[config.mk]
export PLATFORM = sky130hd
export DESIGN_NAME = n310_mgmt
export DESIGN_NICKNAME = d
export VERILOG_FILES = /design/src/rtl/n310_mgmt_pkg.sv /design/src/rtl/axil_addr_decoder.sv /design/src/rtl/axil_dummy_slave.sv /design/src/rtl/heartbeat_led.sv /design/src/rtl/misc_regs.sv /design/src/rtl/n310_mgmt.sv
export SDC_FILE = /design/constraint.sdc
export NUM_CORES = 1
export LEC_CHECK = 0
export BUFFER_PORTS_ARGS = -buffer_cell sky130_fd_sc_hd__buf_2
export CORE_MARGIN = 8
export CORE_UTILIZATION = 41
export DETAILED_ROUTE_END_ITERATION = 7
export PLACE_DENSITY = 0.8
export SYNTH_ARGS = -nofsm -noshare
export SYNTH_HDL_FRONTEND = slang
export SYNTH_SLANG_ARGS = --single-unit
[constraint.sdc]
create_clock -name FCLK_CLK0 -period 7.6 [get_ports FCLK_CLK0]
set_input_delay 0 -clock FCLK_CLK0 [delete_from_list [all_inputs] [get_ports FCLK_CLK0]]
set_output_delay 0 -clock FCLK_CLK0 [all_outputs]
set_load 0.01 [all_outputs]
[src/rtl/n310_mgmt_pkg.sv]
////////////////////
// n310 management bus definitions
// widths, misc window map, response codes and LED constants
////////////////////
`default_nettype none

package n310_mgmt_pkg;

  // register bus widths
  localparam int BUS_AW     = 32;
  localparam int REG_AWIDTH = 14;
  localparam int REG_DWIDTH = 32;
  localparam int REG_SW     = REG_DWIDTH / 8;
  localparam int RESP_W     = 2;

  ////////////////////
  // address map
  ////////////////////

  // only the bits above REG_AWIDTH take part in the window compare
  localparam logic [BUS_AW-1:0] REG_BASE_MISC = 32'h4001_0000;

  // misc window offsets, decoded on bits [3:2]
  localparam logic [REG_AWIDTH-1:0] MISC_OFF_SCRATCH    = 14'h0;
  localparam logic [REG_AWIDTH-1:0] MISC_OFF_ID         = 14'h4;
  localparam logic [REG_AWIDTH-1:0] MISC_OFF_SFP_STATUS = 14'h8;
  localparam logic [REG_AWIDTH-1:0] MISC_OFF_LED_CTRL   = 14'hC;

  // read-only ID word
  localparam logic [REG_DWIDTH-1:0] MISC_ID = 32'h4E31_0001;

  // response codes
  localparam logic [RESP_W-1:0] RESP_OKAY   = 2'd0;
  localparam logic [RESP_W-1:0] RESP_DECERR = 2'd3;

  ////////////////////
  // LEDs
  ////////////////////

  localparam int PHY_STATUS_W = 16;
  // status bit shown on the SFP "B" LED
  localparam int LINK_UP_BIT  = 0;
  // roughly a 1 s blink period at the bus clock
  localparam int HEARTBEAT_BIT = 26;
  localparam logic LED_GPS_RESET = 1'b1;

endpackage

`default_nettype wire

[src/rtl/axil_addr_decoder.sv]
////////////////////
// register bus address decoder
// steers each access to the misc window or the error responder
////////////////////
`default_nettype none

module axil_addr_decoder (
  input  wire                                     FCLK_CLK0,
  input  wire                                     FCLK_RESET0,
  // master side
  input  wire  [n310_mgmt_pkg::BUS_AW-1:0]        axi_awaddr,
  input  wire                                     axi_awvalid,
  output logic                                    axi_awready,
  input  wire  [n310_mgmt_pkg::REG_DWIDTH-1:0]    axi_wdata,
  input  wire  [n310_mgmt_pkg::REG_SW-1:0]        axi_wstrb,
  input  wire                                     axi_wvalid,
  output logic                                    axi_wready,
  output logic [n310_mgmt_pkg::RESP_W-1:0]        axi_bresp,
  output logic                                    axi_bvalid,
  input  wire                                     axi_bready,
  input  wire  [n310_mgmt_pkg::BUS_AW-1:0]        axi_araddr,
  input  wire                                     axi_arvalid,
  output logic                                    axi_arready,
  output logic [n310_mgmt_pkg::REG_DWIDTH-1:0]    axi_rdata,
  output logic [n310_mgmt_pkg::RESP_W-1:0]        axi_rresp,
  output logic                                    axi_rvalid,
  input  wire                                     axi_rready,
  // misc window
  output logic [n310_mgmt_pkg::REG_AWIDTH-1:0]    misc_awaddr,
  output logic                                    misc_awvalid,
  input  wire                                     misc_awready,
  output logic [n310_mgmt_pkg::REG_DWIDTH-1:0]    misc_wdata,
  output logic [n310_mgmt_pkg::REG_SW-1:0]        misc_wstrb,
  output logic                                    misc_wvalid,
  input  wire                                     misc_wready,
  input  wire  [n310_mgmt_pkg::RESP_W-1:0]        misc_bresp,
  input  wire                                     misc_bvalid,
  output logic                                    misc_bready,
  output logic [n310_mgmt_pkg::REG_AWIDTH-1:0]    misc_araddr,
  output logic                                    misc_arvalid,
  input  wire                                     misc_arready,
  input  wire  [n310_mgmt_pkg::REG_DWIDTH-1:0]    misc_rdata,
  input  wire  [n310_mgmt_pkg::RESP_W-1:0]        misc_rresp,
  input  wire                                     misc_rvalid,
  output logic                                    misc_rready,
  // error responder, handshakes only
  output logic                                    dmy_awvalid,
  input  wire                                     dmy_awready,
  output logic                                    dmy_wvalid,
  input  wire                                     dmy_wready,
  input  wire  [n310_mgmt_pkg::RESP_W-1:0]        dmy_bresp,
  input  wire                                     dmy_bvalid,
  output logic                                    dmy_bready,
  output logic                                    dmy_arvalid,
  input  wire                                     dmy_arready,
  input  wire  [n310_mgmt_pkg::REG_DWIDTH-1:0]    dmy_rdata,
  input  wire  [n310_mgmt_pkg::RESP_W-1:0]        dmy_rresp,
  input  wire                                     dmy_rvalid,
  output logic                                    dmy_rready
);

  logic wr_hit, rd_hit;
  // one outstanding access per direction, plus who took it
  logic wr_pend, wr_misc;
  logic rd_pend, rd_misc;

  // window hit on the bits above the slave offset
  assign wr_hit = axi_awaddr[31:14] == n310_mgmt_pkg::REG_BASE_MISC[31:14];
  assign rd_hit = axi_araddr[31:14] == n310_mgmt_pkg::REG_BASE_MISC[31:14];

  ////////////////////
  // write path
  ////////////////////

  assign misc_awaddr  = axi_awaddr[n310_mgmt_pkg::REG_AWIDTH-1:0];
  assign misc_wdata   = axi_wdata;
  assign misc_wstrb   = axi_wstrb;
  // requests held back while a response is still owed
  assign misc_awvalid = axi_awvalid & ~wr_pend & wr_hit;
  assign misc_wvalid  = axi_wvalid & ~wr_pend & wr_hit;
  assign dmy_awvalid  = axi_awvalid & ~wr_pend & ~wr_hit;
  assign dmy_wvalid   = axi_wvalid & ~wr_pend & ~wr_hit;
  assign axi_awready  = ~wr_pend & (wr_hit ? misc_awready : dmy_awready);
  assign axi_wready   = ~wr_pend & (wr_hit ? misc_wready : dmy_wready);

  // response from the recorded target only
  assign axi_bvalid  = wr_pend & (wr_misc ? misc_bvalid : dmy_bvalid);
  assign axi_bresp   = wr_misc ? misc_bresp : dmy_bresp;
  assign misc_bready = axi_bready & wr_pend & wr_misc;
  assign dmy_bready  = axi_bready & wr_pend & ~wr_misc;

  always_ff @(posedge FCLK_CLK0) begin
    if (FCLK_RESET0) begin
      wr_pend <= 1'b0;
      wr_misc <= 1'b0;
    end else if (axi_awvalid && axi_wvalid && axi_awready && axi_wready) begin
      wr_pend <= 1'b1;
      wr_misc <= wr_hit;
    end else if (axi_bvalid && axi_bready) begin
      wr_pend <= 1'b0;
    end
  end

  ////////////////////
  // read path
  ////////////////////

  assign misc_araddr  = axi_araddr[n310_mgmt_pkg::REG_AWIDTH-1:0];
  assign misc_arvalid = axi_arvalid & ~rd_pend & rd_hit;
  assign dmy_arvalid  = axi_arvalid & ~rd_pend & ~rd_hit;
  assign axi_arready  = ~rd_pend & (rd_hit ? misc_arready : dmy_arready);

  assign axi_rvalid  = rd_pend & (rd_misc ? misc_rvalid : dmy_rvalid);
  assign axi_rdata   = rd_misc ? misc_rdata : dmy_rdata;
  assign axi_rresp   = rd_misc ? misc_rresp : dmy_rresp;
  assign misc_rready = axi_rready & rd_pend & rd_misc;
  assign dmy_rready  = axi_rready & rd_pend & ~rd_misc;

  always_ff @(posedge FCLK_CLK0) begin
    if (FCLK_RESET0) begin
      rd_pend <= 1'b0;
      rd_misc <= 1'b0;
    end else if (axi_arvalid && axi_arready) begin
      rd_pend <= 1'b1;
      rd_misc <= rd_hit;
    end else if (axi_rvalid && axi_rready) begin
      rd_pend <= 1'b0;
    end
  end

  // a slave only answers a request this decoder sent it
  assert property (@(posedge FCLK_CLK0) disable iff (FCLK_RESET0)
    (misc_bvalid || dmy_bvalid) |-> wr_pend && (misc_bvalid ? wr_misc : !wr_misc));
  assert property (@(posedge FCLK_CLK0) disable iff (FCLK_RESET0)
    (misc_rvalid || dmy_rvalid) |-> rd_pend && (misc_rvalid ? rd_misc : !rd_misc));

endmodule

`default_nettype wire

[src/rtl/axil_dummy_slave.sv]
////////////////////
// fallback responder for unmapped addresses
////////////////////
`default_nettype none

module axil_dummy_slave #(
  parameter bit DEC_ERR = 1'b1
) (
  input  wire                                   FCLK_CLK0,
  input  wire                                   FCLK_RESET0,
  input  wire                                   dmy_awvalid,
  output logic                                  dmy_awready,
  input  wire                                   dmy_wvalid,
  output logic                                  dmy_wready,
  output logic [n310_mgmt_pkg::RESP_W-1:0]      dmy_bresp,
  output logic                                  dmy_bvalid,
  input  wire                                   dmy_bready,
  input  wire                                   dmy_arvalid,
  output logic                                  dmy_arready,
  output logic [n310_mgmt_pkg::REG_DWIDTH-1:0]  dmy_rdata,
  output logic [n310_mgmt_pkg::RESP_W-1:0]      dmy_rresp,
  output logic                                  dmy_rvalid,
  input  wire                                   dmy_rready
);

  // accept anything, one per direction
  assign dmy_awready = dmy_awvalid & dmy_wvalid & ~dmy_bvalid;
  assign dmy_wready  = dmy_awready;
  assign dmy_arready = dmy_arvalid & ~dmy_rvalid;

  // fixed answer, no data
  assign dmy_bresp = DEC_ERR ? n310_mgmt_pkg::RESP_DECERR : n310_mgmt_pkg::RESP_OKAY;
  assign dmy_rresp = dmy_bresp;
  assign dmy_rdata = '0;

  always_ff @(posedge FCLK_CLK0) begin
    if (FCLK_RESET0) begin
      dmy_bvalid <= 1'b0;
      dmy_rvalid <= 1'b0;
    end else begin
      // response one cycle after the handshake
      if (dmy_awready) begin
        dmy_bvalid <= 1'b1;
      end else if (dmy_bready) begin
        dmy_bvalid <= 1'b0;
      end
      if (dmy_arready) begin
        dmy_rvalid <= 1'b1;
      end else if (dmy_rready) begin
        dmy_rvalid <= 1'b0;
      end
    end
  end

  // write response held until the master takes it
  assert property (@(posedge FCLK_CLK0) disable iff (FCLK_RESET0)
    dmy_bvalid && !dmy_bready |=> dmy_bvalid);

endmodule

`default_nettype wire

[src/rtl/heartbeat_led.sv]
////////////////////
// heartbeat blinker for the link panel LED
////////////////////
`default_nettype none

module heartbeat_led #(
  parameter int HB_BIT = n310_mgmt_pkg::HEARTBEAT_BIT
) (
  input  wire   FCLK_CLK0,
  input  wire   FCLK_RESET0,
  output logic  led
);

  // only bits up to the tap are needed
  logic [HB_BIT:0] count;

  always_ff @(posedge FCLK_CLK0) begin
    if (FCLK_RESET0) begin
      count <= '0;
    end else begin
      count <= count + 1'b1;
    end
  end

  // toggles every 2^HB_BIT cycles
  assign led = count[HB_BIT];

endmodule

`default_nettype wire

[src/rtl/misc_regs.sv]
////////////////////
// misc register window
// scratch, ID, SFP PHY status and GPS LED control
////////////////////
`default_nettype none

module misc_regs (
  input  wire                                     FCLK_CLK0,
  input  wire                                     FCLK_RESET0,
  input  wire  [n310_mgmt_pkg::REG_AWIDTH-1:0]    misc_awaddr,
  input  wire                                     misc_awvalid,
  output logic                                    misc_awready,
  input  wire  [n310_mgmt_pkg::REG_DWIDTH-1:0]    misc_wdata,
  input  wire  [n310_mgmt_pkg::REG_SW-1:0]        misc_wstrb,
  input  wire                                     misc_wvalid,
  output logic                                    misc_wready,
  output logic [n310_mgmt_pkg::RESP_W-1:0]        misc_bresp,
  output logic                                    misc_bvalid,
  input  wire                                     misc_bready,
  input  wire  [n310_mgmt_pkg::REG_AWIDTH-1:0]    misc_araddr,
  input  wire                                     misc_arvalid,
  output logic                                    misc_arready,
  output logic [n310_mgmt_pkg::REG_DWIDTH-1:0]    misc_rdata,
  output logic [n310_mgmt_pkg::RESP_W-1:0]        misc_rresp,
  output logic                                    misc_rvalid,
  input  wire                                     misc_rready,
  input  wire  [n310_mgmt_pkg::PHY_STATUS_W-1:0]  sfp0_phy_status,
  input  wire  [n310_mgmt_pkg::PHY_STATUS_W-1:0]  sfp1_phy_status,
  output logic                                    led_gps
);

  logic                                  wr_fire;
  logic                                  rd_fire;
  logic [n310_mgmt_pkg::REG_DWIDTH-1:0]  scratch;

  // address and data taken together, one write at a time
  assign misc_awready = misc_awvalid & misc_wvalid & ~misc_bvalid;
  assign misc_wready  = misc_awready;
  assign wr_fire      = misc_awready;
  assign misc_arready = misc_arvalid & ~misc_rvalid;
  assign rd_fire      = misc_arready;

  // window never errors
  assign misc_bresp = n310_mgmt_pkg::RESP_OKAY;
  assign misc_rresp = n310_mgmt_pkg::RESP_OKAY;

  ////////////////////
  // writes
  ////////////////////

  always_ff @(posedge FCLK_CLK0) begin
    if (FCLK_RESET0) begin
      misc_bvalid <= 1'b0;
      scratch     <= '0;
      led_gps     <= n310_mgmt_pkg::LED_GPS_RESET;
    end else begin
      if (wr_fire) begin
        misc_bvalid <= 1'b1;
      end else if (misc_bready) begin
        misc_bvalid <= 1'b0;
      end
      // ID and status offsets are read only, writes drop
      if (wr_fire && misc_awaddr[3:2] == n310_mgmt_pkg::MISC_OFF_SCRATCH[3:2]) begin
        for (int i = 0; i < n310_mgmt_pkg::REG_SW; i++) begin
          if (misc_wstrb[i]) begin
            scratch[8*i +: 8] <= misc_wdata[8*i +: 8];
          end
        end
      end
      // led lands on the same edge that raises bvalid
      if (wr_fire && misc_awaddr[3:2] == n310_mgmt_pkg::MISC_OFF_LED_CTRL[3:2] &&
          misc_wstrb[0]) begin
        led_gps <= misc_wdata[0];
      end
    end
  end

  ////////////////////
  // reads
  ////////////////////

  always_ff @(posedge FCLK_CLK0) begin
    if (FCLK_RESET0) begin
      misc_rvalid <= 1'b0;
    end else if (rd_fire) begin
      misc_rvalid <= 1'b1;
    end else if (misc_rready) begin
      misc_rvalid <= 1'b0;
    end
  end

  // read data captured at the address handshake, held until taken
  always_ff @(posedge FCLK_CLK0) begin
    if (rd_fire) begin
      case (misc_araddr[3:2])
        n310_mgmt_pkg::MISC_OFF_SCRATCH[3:2]: misc_rdata <= scratch;
        n310_mgmt_pkg::MISC_OFF_ID[3:2]:      misc_rdata <= n310_mgmt_pkg::MISC_ID;
        // sfp1 high half, sfp0 low half
        n310_mgmt_pkg::MISC_OFF_SFP_STATUS[3:2]: misc_rdata <= {sfp1_phy_status, sfp0_phy_status};
        default: misc_rdata <= {{(n310_mgmt_pkg::REG_DWIDTH-1){1'b0}}, led_gps};
      endcase
    end
  end

  // read response held under back-pressure
  assert property (@(posedge FCLK_CLK0) disable iff (FCLK_RESET0)
    misc_rvalid && !misc_rready |=> misc_rvalid && $stable(misc_rdata));

endmodule

`default_nettype wire

[src/rtl/n310_mgmt.sv]
////////////////////
// n310 management top level
// register decode, misc window, heartbeat and SFP LEDs
////////////////////
`default_nettype none

module n310_mgmt #(
  parameter int HB_BIT = n310_mgmt_pkg::HEARTBEAT_BIT
) (
  input  wire                                     FCLK_CLK0,
  input  wire                                     FCLK_RESET0,
  input  wire  [n310_mgmt_pkg::BUS_AW-1:0]        axi_awaddr,
  input  wire                                     axi_awvalid,
  output logic                                    axi_awready,
  input  wire  [n310_mgmt_pkg::REG_DWIDTH-1:0]    axi_wdata,
  input  wire  [n310_mgmt_pkg::REG_SW-1:0]        axi_wstrb,
  input  wire                                     axi_wvalid,
  output logic                                    axi_wready,
  output logic [n310_mgmt_pkg::RESP_W-1:0]        axi_bresp,
  output logic                                    axi_bvalid,
  input  wire                                     axi_bready,
  input  wire  [n310_mgmt_pkg::BUS_AW-1:0]        axi_araddr,
  input  wire                                     axi_arvalid,
  output logic                                    axi_arready,
  output logic [n310_mgmt_pkg::REG_DWIDTH-1:0]    axi_rdata,
  output logic [n310_mgmt_pkg::RESP_W-1:0]        axi_rresp,
  output logic                                    axi_rvalid,
  input  wire                                     axi_rready,
  input  wire  [n310_mgmt_pkg::PHY_STATUS_W-1:0]  sfp0_phy_status,
  input  wire  [n310_mgmt_pkg::PHY_STATUS_W-1:0]  sfp1_phy_status,
  output logic                                    panel_led_link,
  output logic                                    panel_led_gps,
  output logic                                    sfp_0_led_b,
  output logic                                    sfp_1_led_b
);

  // misc window channels
  logic [n310_mgmt_pkg::REG_AWIDTH-1:0]  misc_awaddr, misc_araddr;
  logic [n310_mgmt_pkg::REG_DWIDTH-1:0]  misc_wdata, misc_rdata;
  logic [n310_mgmt_pkg::REG_SW-1:0]      misc_wstrb;
  logic [n310_mgmt_pkg::RESP_W-1:0]      misc_bresp, misc_rresp;
  logic misc_awvalid, misc_awready, misc_wvalid, misc_wready;
  logic misc_bvalid, misc_bready, misc_arvalid, misc_arready;
  logic misc_rvalid, misc_rready;
  // error responder channels
  logic [n310_mgmt_pkg::REG_DWIDTH-1:0]  dmy_rdata;
  logic [n310_mgmt_pkg::RESP_W-1:0]      dmy_bresp, dmy_rresp;
  logic dmy_awvalid, dmy_awready, dmy_wvalid, dmy_wready;
  logic dmy_bvalid, dmy_bready, dmy_arvalid, dmy_arready;
  logic dmy_rvalid, dmy_rready;

  axil_addr_decoder i_decoder (.*);

  misc_regs i_misc_regs (
    .*,
    .led_gps (panel_led_gps)
  );

  // everything outside the window errors out
  axil_dummy_slave #(.DEC_ERR(1'b1)) i_dummy (.*);

  heartbeat_led #(.HB_BIT(HB_BIT)) i_heartbeat (
    .FCLK_CLK0   (FCLK_CLK0),
    .FCLK_RESET0 (FCLK_RESET0),
    .led         (panel_led_link)
  );

  // SFP "B" LEDs follow PHY link up
  assign sfp_0_led_b = sfp0_phy_status[n310_mgmt_pkg::LINK_UP_BIT];
  assign sfp_1_led_b = sfp1_phy_status[n310_mgmt_pkg::LINK_UP_BIT];

endmodule

`default_nettype wire

# Yosys cells after proc, flatten, opt, wreduce, memory -nomap -nowiden
# Index checks and enable logic that the tools add are counted.
op_classes:
  n_addsub: 1
  n_eq_ne: 5
  n_mux: 20
  n_bitwise: 35
  n_reduce_logical: 21
op_table:
  columns: ["cell", "n"]
  rows:
  - ["one-hot mux 32 bit (3 select lines)", 1]
  - ["== test 18 x 17 -> 1 bit, second input constant", 2]
  - ["2-to-1 mux 32 bit", 1]
  - ["adder 27 x 1 -> 27 bit, second input constant", 1]
  - ["AND 1 bit", 25]
  - ["2-to-1 mux 1 bit", 16]
  - ["nonzero test 2 bit", 6]
  - ["inverter 1 bit", 10]
  - ["logical AND 1 bit", 9]
  - ["AND reduction 2 bit", 4]
  - ["== test 2 bit, second input constant", 2]
  - ["zero test 2 bit", 2]
  - ["2-to-1 mux 2 bit", 2]
  - ["== test 2 x 1 -> 1 bit, second input constant", 1]
totals:
  register_bits: 100
  word_cells: 97

# Depth between registers and ports, before layout
# Gate-level depths: netlist of the first run.
depth:
  word_depth: 10
  depth_mapped: 6
  mapped_depth_nobuf: 5

# Cells and area by module
# Synthesis of the first run repeated with hierarchy kept, for this count alone.
hier_totals:
  cells_unflattened: 646
  hier_area_um2: 6140.9
modules_own_cells:
  columns: ["mod", "n_inst", "cells_each", "area_each_um2", "seq_area_each_um2"]
  rows:
  - ["misc_regs", 1, 279, 3136.8, 1661.6]
  - ["axil_addr_decoder", 1, 177, 1392.6, 80.1]
  - ["heartbeat_led", 1, 140, 1229.9, 540.5]
  - ["axil_dummy_slave", 1, 48, 366.6, 40.0]
  - ["n310_mgmt", 1, 2, 15.0, 0.0]

# Least setup slack after synthesis of the first run
# OpenSTA, ideal clock, no wires.
synth_timing:
  path_kind: "input port to flip-flop"
  from: "in axi_araddr[26] (netlist bit)"
  to: "reg i_misc_regs.misc_rdata[0] (netlist bit), enable pin"
  setup_ns: 0.461
  arrival_ns: 3.088
  required_time_ns: 7.139
  setup_slack_ns: 4.051
  cell_stages: 3
  path_buffers: 0
  path_cell_list: "or4_1 > or3_1 > nor3_1"
synth_via:
  elab_chain_cells: 3
synth_lines:
  columns: ["element", "line_no", "source"]
  rows:
  - ["from (decl)", "n310_mgmt.sv:22", "input wire [n310_mgmt_pkg::BUS_AW-1:0] axi_araddr,"]
  - ["== test 18 x 17 -> 1 bit", "axil_addr_decoder.sv:69", "assign rd_hit = axi_araddr[31:14] == n310_mgmt_pkg::REG_BASE_MISC[31:14];"]
  - ["AND 1 bit", "axil_addr_decoder.sv:109", "assign misc_arvalid = axi_arvalid & ~rd_pend & rd_hit;"]
  - ["AND 1 bit", "misc_regs.sv:40", "assign misc_arready = misc_arvalid & ~misc_rvalid;"]
  - ["net i_decoder.misc_arready", "axil_addr_decoder.sv:41", "input wire misc_arready,"]
  - ["to (signal assigned)", "misc_regs.sv:96", "n310_mgmt_pkg::MISC_OFF_SCRATCH[3:2]: misc_rdata <= scratch;"]
  - ["to (signal assigned)", "misc_regs.sv:97", "n310_mgmt_pkg::MISC_OFF_ID[3:2]: misc_rdata <= n310_mgmt_pkg::MISC_ID;"]
  - ["to (signal assigned)", "misc_regs.sv:99", "n310_mgmt_pkg::MISC_OFF_SFP_STATUS[3:2]: misc_rdata <= {sfp1_phy_status, sfp0_phy_status};"]
  - ["to (decl)", "misc_regs.sv:23", "output logic [n310_mgmt_pkg::REG_DWIDTH-1:0] misc_rdata,"]
# The timed path passes the listed nets, and every way through them passes these cells.
# A chain may end at the register's enable or synchronous reset.

# Worst setup path after layout of the first run
layout_timing:
  from: "reg i_decoder.wr_pend"
  to: "reg i_misc_regs.scratch[18] (netlist bit)"
layout_via:
  elab_chain_cells: 7
  word_cells_on_any_way: 9
  classes_between: "bitwise (7); reduce/logical (2)"
layout_lines:
  columns: ["element", "line_no", "source"]
  rows:
  - ["from (decl)", "axil_addr_decoder.sv:64", "logic wr_pend, wr_misc;"]
  - ["from (signal assigned)", "axil_addr_decoder.sv:94", "wr_pend <= 1'b0;"]
  - ["from (signal assigned)", "axil_addr_decoder.sv:97", "wr_pend <= 1'b1;"]
  - ["from (signal assigned)", "axil_addr_decoder.sv:100", "wr_pend <= 1'b0;"]
  - ["inverter 1 bit *", "axil_addr_decoder.sv:79, axil_addr_decoder.sv:80", null]
  - ["AND 1 bit, on equally long branches (2 in a row)", "axil_addr_decoder.sv:79, axil_addr_decoder.sv:80", null]
  - ["AND 1 bit * (2 in a row)", "misc_regs.sv:37", "assign misc_awready = misc_awvalid & misc_wvalid & ~misc_bvalid;"]
  - ["logical AND 1 bit *", "misc_regs.sv:63", "if (wr_fire && misc_awaddr[3:2] == n310_mgmt_pkg::MISC_OFF_SCRATCH[3:2]) begin"]
  - ["AND reduction 2 bit (no source line) *", null, null]
  - ["to (signal, indexed assignment)", "misc_regs.sv:66", "scratch[8*i +: 8] <= misc_wdata[8*i +: 8];"]
  - ["to (decl)", "misc_regs.sv:34", "logic [n310_mgmt_pkg::REG_DWIDTH-1:0] scratch;"]
# Every way passes the cells marked *; elsewhere a longest branch is shown, timed or not.

==> results of run 1 <==
[synthesized netlist by cell type (2+ instances only)]
cell type | n | share of area
a31oi_1 | 2 | 0.0025
nor2_1 | 53 | 0.040
or3_1 | 6 | 0.0076
xnor2_1 | 8 | 0.014
nand4_1 | 38 | 0.048
a21oi_1 | 49 | 0.050
o31ai_1 | 42 | 0.064
buf_4 | 5 | 0.0076
nor2b_1 | 3 | 0.0038
buf_6 | 4 | 0.0091
edfxtp_1 | 32 | 0.19
o21a_1 | 2 | 0.0030
inv_1 | 8 | 0.0061
or2_2 | 2 | 0.0025
o21ai_0 | 14 | 0.014
dfxtp_1 | 68 | 0.28
nand2_1 | 22 | 0.017
buf_2 | 4 | 0.0041
and3_1 | 7 | 0.0089
and4_1 | 2 | 0.0036
nor4b_1 | 2 | 0.0036
buf_1 | 5 | 0.0038
nor3_1 | 5 | 0.0051
nor4_1 | 8 | 0.010
and2_1 | 33 | 0.042
xor2_1 | 5 | 0.0089
clkbuf_1 | 31 | 0.024
nand3_1 | 17 | 0.017
or4_1 | 14 | 0.021
mux2i_1 | 27 | 0.055
[registers in the layout, indices dropped and copies added, names as in the netlist]
register / count
i_misc_regs.scratch: 32
i_misc_regs.misc_bvalid: 1
i_decoder.wr_misc: 1
i_dummy.dmy_bvalid: 1
i_misc_regs.misc_rvalid: 1
i_decoder.wr_pend: 1
i_misc_regs.misc_rdata: 32
i_heartbeat.count: 27
i_dummy.dmy_rvalid: 1
i_misc_regs.led_gps: 1
i_decoder.rd_misc: 1
i_decoder.rd_pend: 1
[cell type report]
cell class	count	share of cell area
multi-input combinational	377	0.356
sequential	100	0.350
timing repair buffer	224	0.217
clock buffer	11	0.0351
tap	147	0.0277
clock inverter	5	0.00812
inverter	8	0.00453
antenna	3	0.00113
[power breakdown]
group,total (uW),internal [uW],switching (uW)
Sequential,557,553,3.44
Clock,448,254,194
Combinational,109,58.4,50.3
Total,1110,866,247
[final timing paths]
check / endpoint / slack [ps] / depth (start not counted)
worst max-delay path: i_misc_regs.scratch[18] / 5250 / 4
worst min-delay path: i_misc_regs.misc_rdata[11] / 10 / 3
worst max register to register: i_misc_regs.scratch[18] / 5250 / 4
worst min register to register: i_misc_regs.scratch[29] / 470 / 2
[cells by family after synthesis]
kind of cell             Yosys count  synth area share
AO/OA/AOI/OAI                    116             0.145
XOR/XNOR                          13            0.0231
adder cells (fa/ha/maj)            1           0.00254
buffers and inverters             57            0.0543
flip-flops                       100             0.471
multiplexers                      28            0.0571
AND/OR/NAND/NOR                  219             0.247
[worst reg2reg max path, cell delays in order, from the launching register on]
cell	delay, ps
dfxtp_1	350
nor4bb_2	780
nand3_1	480
o31ai_1	400
a21oi_1	160
[timing repair]
| action | 4_1_cts | 5_1_grt |
|---|---|---|
| setup endpoints to repair | 0 | 0 |
| hold buffers | 61 | 0 |
| endpoints found under the hold margin | 62 | 0 |
[per-stage QoR]
step | area, sq um | std cells | total power, uW | worst slack, ps | utilization
2_1_floorplan | 4930 | 534 | 608 | 4050 | -
3_3_place_gp | 5720 | 795 | 647 | 5440 | 0.483
3_5_place_dp | 5720 | 795 | 649 | 5340 | 0.483
4_1_cts | 6620 | 872 | 1110 | 5310 | 0.558
5_1_grt | 6630 | 874 | 1150 | 5070 | 0.559
6_report | 6630 | 875 | 1110 | 5250 | 0.559
[layer usage]
layer,up-vias,share of wire,GRT usage,wire length (um)
li1,2360,-,-,-
met1,2391,0.39,0.219,6290
met2,267,0.49,0.337,7860
met3,47,0.083,0.0612,1340
met4,2,0.037,0.0946,592
met5,-,0.0012,0,20
==> results.sh, run 1 <==
export IMPL_cts_made_buffers=9
export IMPL_ctsHtreeMaxLevel=3
export IMPL_post_drt_via_cell_ratio=5.79
export IMPL_period_needed_ps=2350
export IMPL_power_density_nw_per_um2=168
export IMPL_maxCapViolCount=0
export IMPL_area_growth_pct=34.5
export IMPL_ys_ff_latch=100
export IMPL_rows=40
export IMPL_slew_limit_headroom=0.171
export IMPL_num_io_pins=184
export IMPL_crit_path_max_fanout=11
export IMPL_drive_above_1_share=0.258
export IMPL_register_area_sq_um=2320
export IMPL_final_common_cell="buf_2"
export IMPL_wl_um=16100
export IMPL_max_freq_mhz=426
export IMPL_drt_pre_antenna_iters=5
export IMPL_critPathKind="reg -> reg"
export IMPL_gp_congestion=0.802
export IMPL_cp_required_ps=7750
export IMPL_peakVddDrop_v=0.000106
export IMPL_ys_seq_area_frac=0.471
export IMPL_dpl_hpwl_um=10500
export IMPL_whs_ps=12.4
export IMPL_timing_setup_tns_ps=0
export IMPL_start_util=0.416
export IMPL_crit_start="i_decoder.wr_pend"
export IMPL_core_sq_um=11900
export IMPL_synth_edf_count=32
export IMPL_path_cells="nor4bb_2, nand3_1, o31ai_1, a21oi_1"
export IMPL_first_iter_violations=561
export IMPL_die_w_um=126
export IMPL_rsz0062_at_grt="no"
export IMPL_worst_setup_path_start_kind="register"
export IMPL_via_count=5067
export IMPL_synth_area_sq_um=4930
export IMPL_crit_arrival_ps=2500
export IMPL_post_route_period_util=0.309
export IMPL_die_h_um=126
export IMPL_first_global_vias=4944
export IMPL_yosys_most_used_dff="dfxtp_1"
export IMPL_clock_sinks=100
export IMPL_fillers=935
export IMPL_grt_max_degree=71
export IMPL_finalSetupViolations=0
export IMPL_fin_skew_ps=11.6
export IMPL_syn_nets=674
export IMPL_portBuffers=159
export IMPL_syn_inst=534
export IMPL_async_reset_ff_frac=0
export IMPL_min_from="sfp0_phy_status[11]"
export IMPL_cts_root_buf="clkbuf_16"
export IMPL_cts_resized=0
export IMPL_worstSkewPairLatency_ps=340
export IMPL_multi_input_area_sq_um=2360
export IMPL_status="completed"
export IMPL_worstMarginPinSlew_ps=1240
export IMPL_wl_per_cell_um=18.4
export IMPL_grt_pass1_wl_um=25300
export IMPL_drc=0
export IMPL_clk_pin_slew_ps=70
export IMPL_grt_usage=0.197
export IMPL_max_stage_delay_ps=780
export IMPL_path_buf_inv=0
export IMPL_end_kind="register"
export IMPL_ys_warn_count=0
export IMPL_hold_violations=0
export IMPL_cp_slowest_cell="nor4bb_2"
export IMPL_layout_common_cells="buf_2, dfxtp_1, dlygate4sd3_1"
export IMPL_leakagePower_uw=0.00258
export IMPL_fin_nets=860
export IMPL_synth_distinct_cells=46
export IMPL_antenna_found_initial=4
export IMPL_antenna_left=0
export IMPL_cts_setup_buffers=0
export IMPL_clockBufferDepth=2
export IMPL_reg2reg_from="i_decoder.wr_pend"
export IMPL_gr_total_overflow=0
export IMPL_hold_class="in -> reg"
export IMPL_synth_area_per_cell_sq_um=9.23
export IMPL_cts_tree="built"
export IMPL_maxSlewViolCount=0
export IMPL_die_area_sq_um=15800
export IMPL_critPathTopFamily="simple AND/OR/NAND/NOR gates"
No activity file was read; power rests on OpenSTA's default activity.
==> run 2: changes to the inputs <==
==> constraint.sdc (replaced) <==
create_clock -name FCLK_CLK0 -period 2.31 [get_ports FCLK_CLK0]
set_input_delay 0 -clock FCLK_CLK0 [delete_from_list [all_inputs] [get_ports FCLK_CLK0]]
set_output_delay 0 -clock FCLK_CLK0 [all_outputs]
set_load 0.01 [all_outputs]
==> results.sh, run 2 (same netlist as run 1, synthesis figures left out) <==
export IMPL_hold_class="in -> reg"
export IMPL_worstMarginPinSlew_ps=715
export IMPL_wl_per_cell_um=18.2
export IMPL_swShare=0.230
export IMPL_die_w_um=126
export IMPL_wl_um=15800
export IMPL_fillers=961
export IMPL_dpl_hpwl_um=10500
export IMPL_gr_total_overflow=0
export IMPL_layout_common_cells="buf_2, dfxtp_1, dlygate4sd3_1"
export IMPL_via_count=4977
export IMPL_ctsHtreeMaxLevel=3
export IMPL_crit_path_max_fanout=12
export IMPL_die_area_sq_um=15800
export IMPL_cts_tree="built"
export IMPL_grt_max_degree=70
export IMPL_maxCapViolCount=0
export IMPL_maxSlewViolCount=0
export IMPL_cts_made_buffers=9
export IMPL_cts_root_buf="clkbuf_16"
export IMPL_crit_arrival_ps=2370
export IMPL_fin_skew_ps=7.71
export IMPL_grt_pass1_wl_um=25300
export IMPL_final_common_cell="buf_2"
export IMPL_register_area_sq_um=2320
export IMPL_status="completed"
export IMPL_slew_limit_headroom=0.523
export IMPL_cts_resized=0
export IMPL_clock_sinks=100
export IMPL_first_global_vias=4957
export IMPL_clk_pin_slew_ps=70
export IMPL_dp_cells=801
export IMPL_num_io_pins=184
export IMPL_antenna_left=0
export IMPL_gp_congestion=0.836
export IMPL_utilization=0.560
export IMPL_p_sw_uw=840
export IMPL_drc=0
export IMPL_core_sq_um=11900
export IMPL_drive_above_1_share=0.268
export IMPL_path_cells="ha_1, nand2_1, or3_1, or4_1, a21oi_1"
export IMPL_critPathKind="reg -> reg"
export IMPL_rows=40
export IMPL_cp_slowest_cell="or3_1"
export IMPL_multi_input_area_sq_um=2370
export IMPL_clockBufferDepth=2
export IMPL_peakVddDrop_v=0.000334
export IMPL_worstSkewPairLatency_ps=350
export IMPL_post_route_period_util=0.908
export IMPL_leakagePower_uw=0.00259
export IMPL_post_drt_via_cell_ratio=5.71
export IMPL_internal_power_uw=2800
export IMPL_period_needed_ps=2100
export IMPL_r2r_slack_ps=210
export IMPL_area_growth_pct=34.7
export IMPL_start_util=0.416
export IMPL_max_freq_mhz=477
export IMPL_finalSetupViolations=0
export IMPL_end_kind="register"
export IMPL_portBuffers=159
export IMPL_antenna_found_initial=0
export IMPL_p_comb_frac=0.099
export IMPL_power_density_nw_per_um2=549
export IMPL_first_iter_violations=428
export IMPL_fin_nets=860
export IMPL_cp_required_ps=2590
export IMPL_diodes=0
export IMPL_timing_setup_tns_ps=0
export IMPL_grt_usage=0.196
export IMPL_rsz0062_at_grt="no"
export IMPL_drt_pre_antenna_iters=5
export IMPL_fin_cells=872
export IMPL_hold_violations=0
export IMPL_worst_setup_path_start_kind="register"
export IMPL_pwr_share_seq=0.503
export IMPL_max_stage_delay_ps=540
export IMPL_whs_ps=6.24
export IMPL_reg_top3="i_misc_regs.misc_rdata: 32 flops, i_misc_regs.scratch: 32 flops, i_heartbeat.count: 27 flops"
export IMPL_die_h_um=126
export IMPL_clock_power_share=0.398
-- run 2: cell count changes in the layout (fill, tap and decap cells not counted), sizes merged --
| cell | change |
|---|---|
| bufinv | -1 |
| inv | +1 |
| diode | -3 |
| buf | +6 |
| dlygate4sd3 | -6 |
-- run 2: path summary, 6_finish.rpt --
check / from / end / cells past startpoint
worst max-delay path: i_heartbeat.count[0] / i_heartbeat.count[22] / 5
worst min-delay path: sfp0_phy_status[4] / i_misc_regs.misc_rdata[4] / 3
worst max register to register: i_heartbeat.count[0] / i_heartbeat.count[22] / 5
worst min register to register: i_misc_regs.scratch[9] / i_misc_regs.scratch[9] / 2
-- run 2: per-stage QoR --
step                instance area (sq um)  power [uW]  setup WS (ps)
finish                               6640        3640            212
detailed placement                   5800        2150            231
CTS                                  6640        3650            210
global route                         6640        3750           94.2
global placement                     5800        2140            301
floorplan                            4940        2000            173
-- run 2: final cells by class --
type	instances	area share
well taps	147	0.0277
multi-input cells	377	0.357
clock inverters	5	0.00528
flip-flops and latches	100	0.350
inverters	8	0.00452
repair buffers	224	0.218
clock buffers	11	0.0381
-- run 2: worst max-delay path, delay by kind of cell, from the launching register on --
kind                       cells  cell delay [ps]
adders and majority gates      1              270
and+or+nand+nor                3             1220
AOI/OAI and AO/OA              1              150
DFF                            1              390
-- run 2: layer usage --
metal	GRT usage	part of all wire	up-vias
li1	-	-	2344
met3	0.0464	0.078	32
met1	0.226	0.41	2340
met4	0.0895	0.026	0
met5	0	0	-
met2	0.339	0.49	261
-- run 2: timing repair --
action                    CTS  global route
hold endpoints to repair   55             0
hold buffers               55             0
buffers inserted            0             0
-- run 2: power by group through the flow --
stage	Clock, uW	Combinational, uW	Sequential (uW)
after CTS	1470	353	1830
final	1450	360	1830
after detailed placement	0	277	1870
after global routing	1530	389	1830
after floorplan	0	131	1870
after global placement	0	269	1870
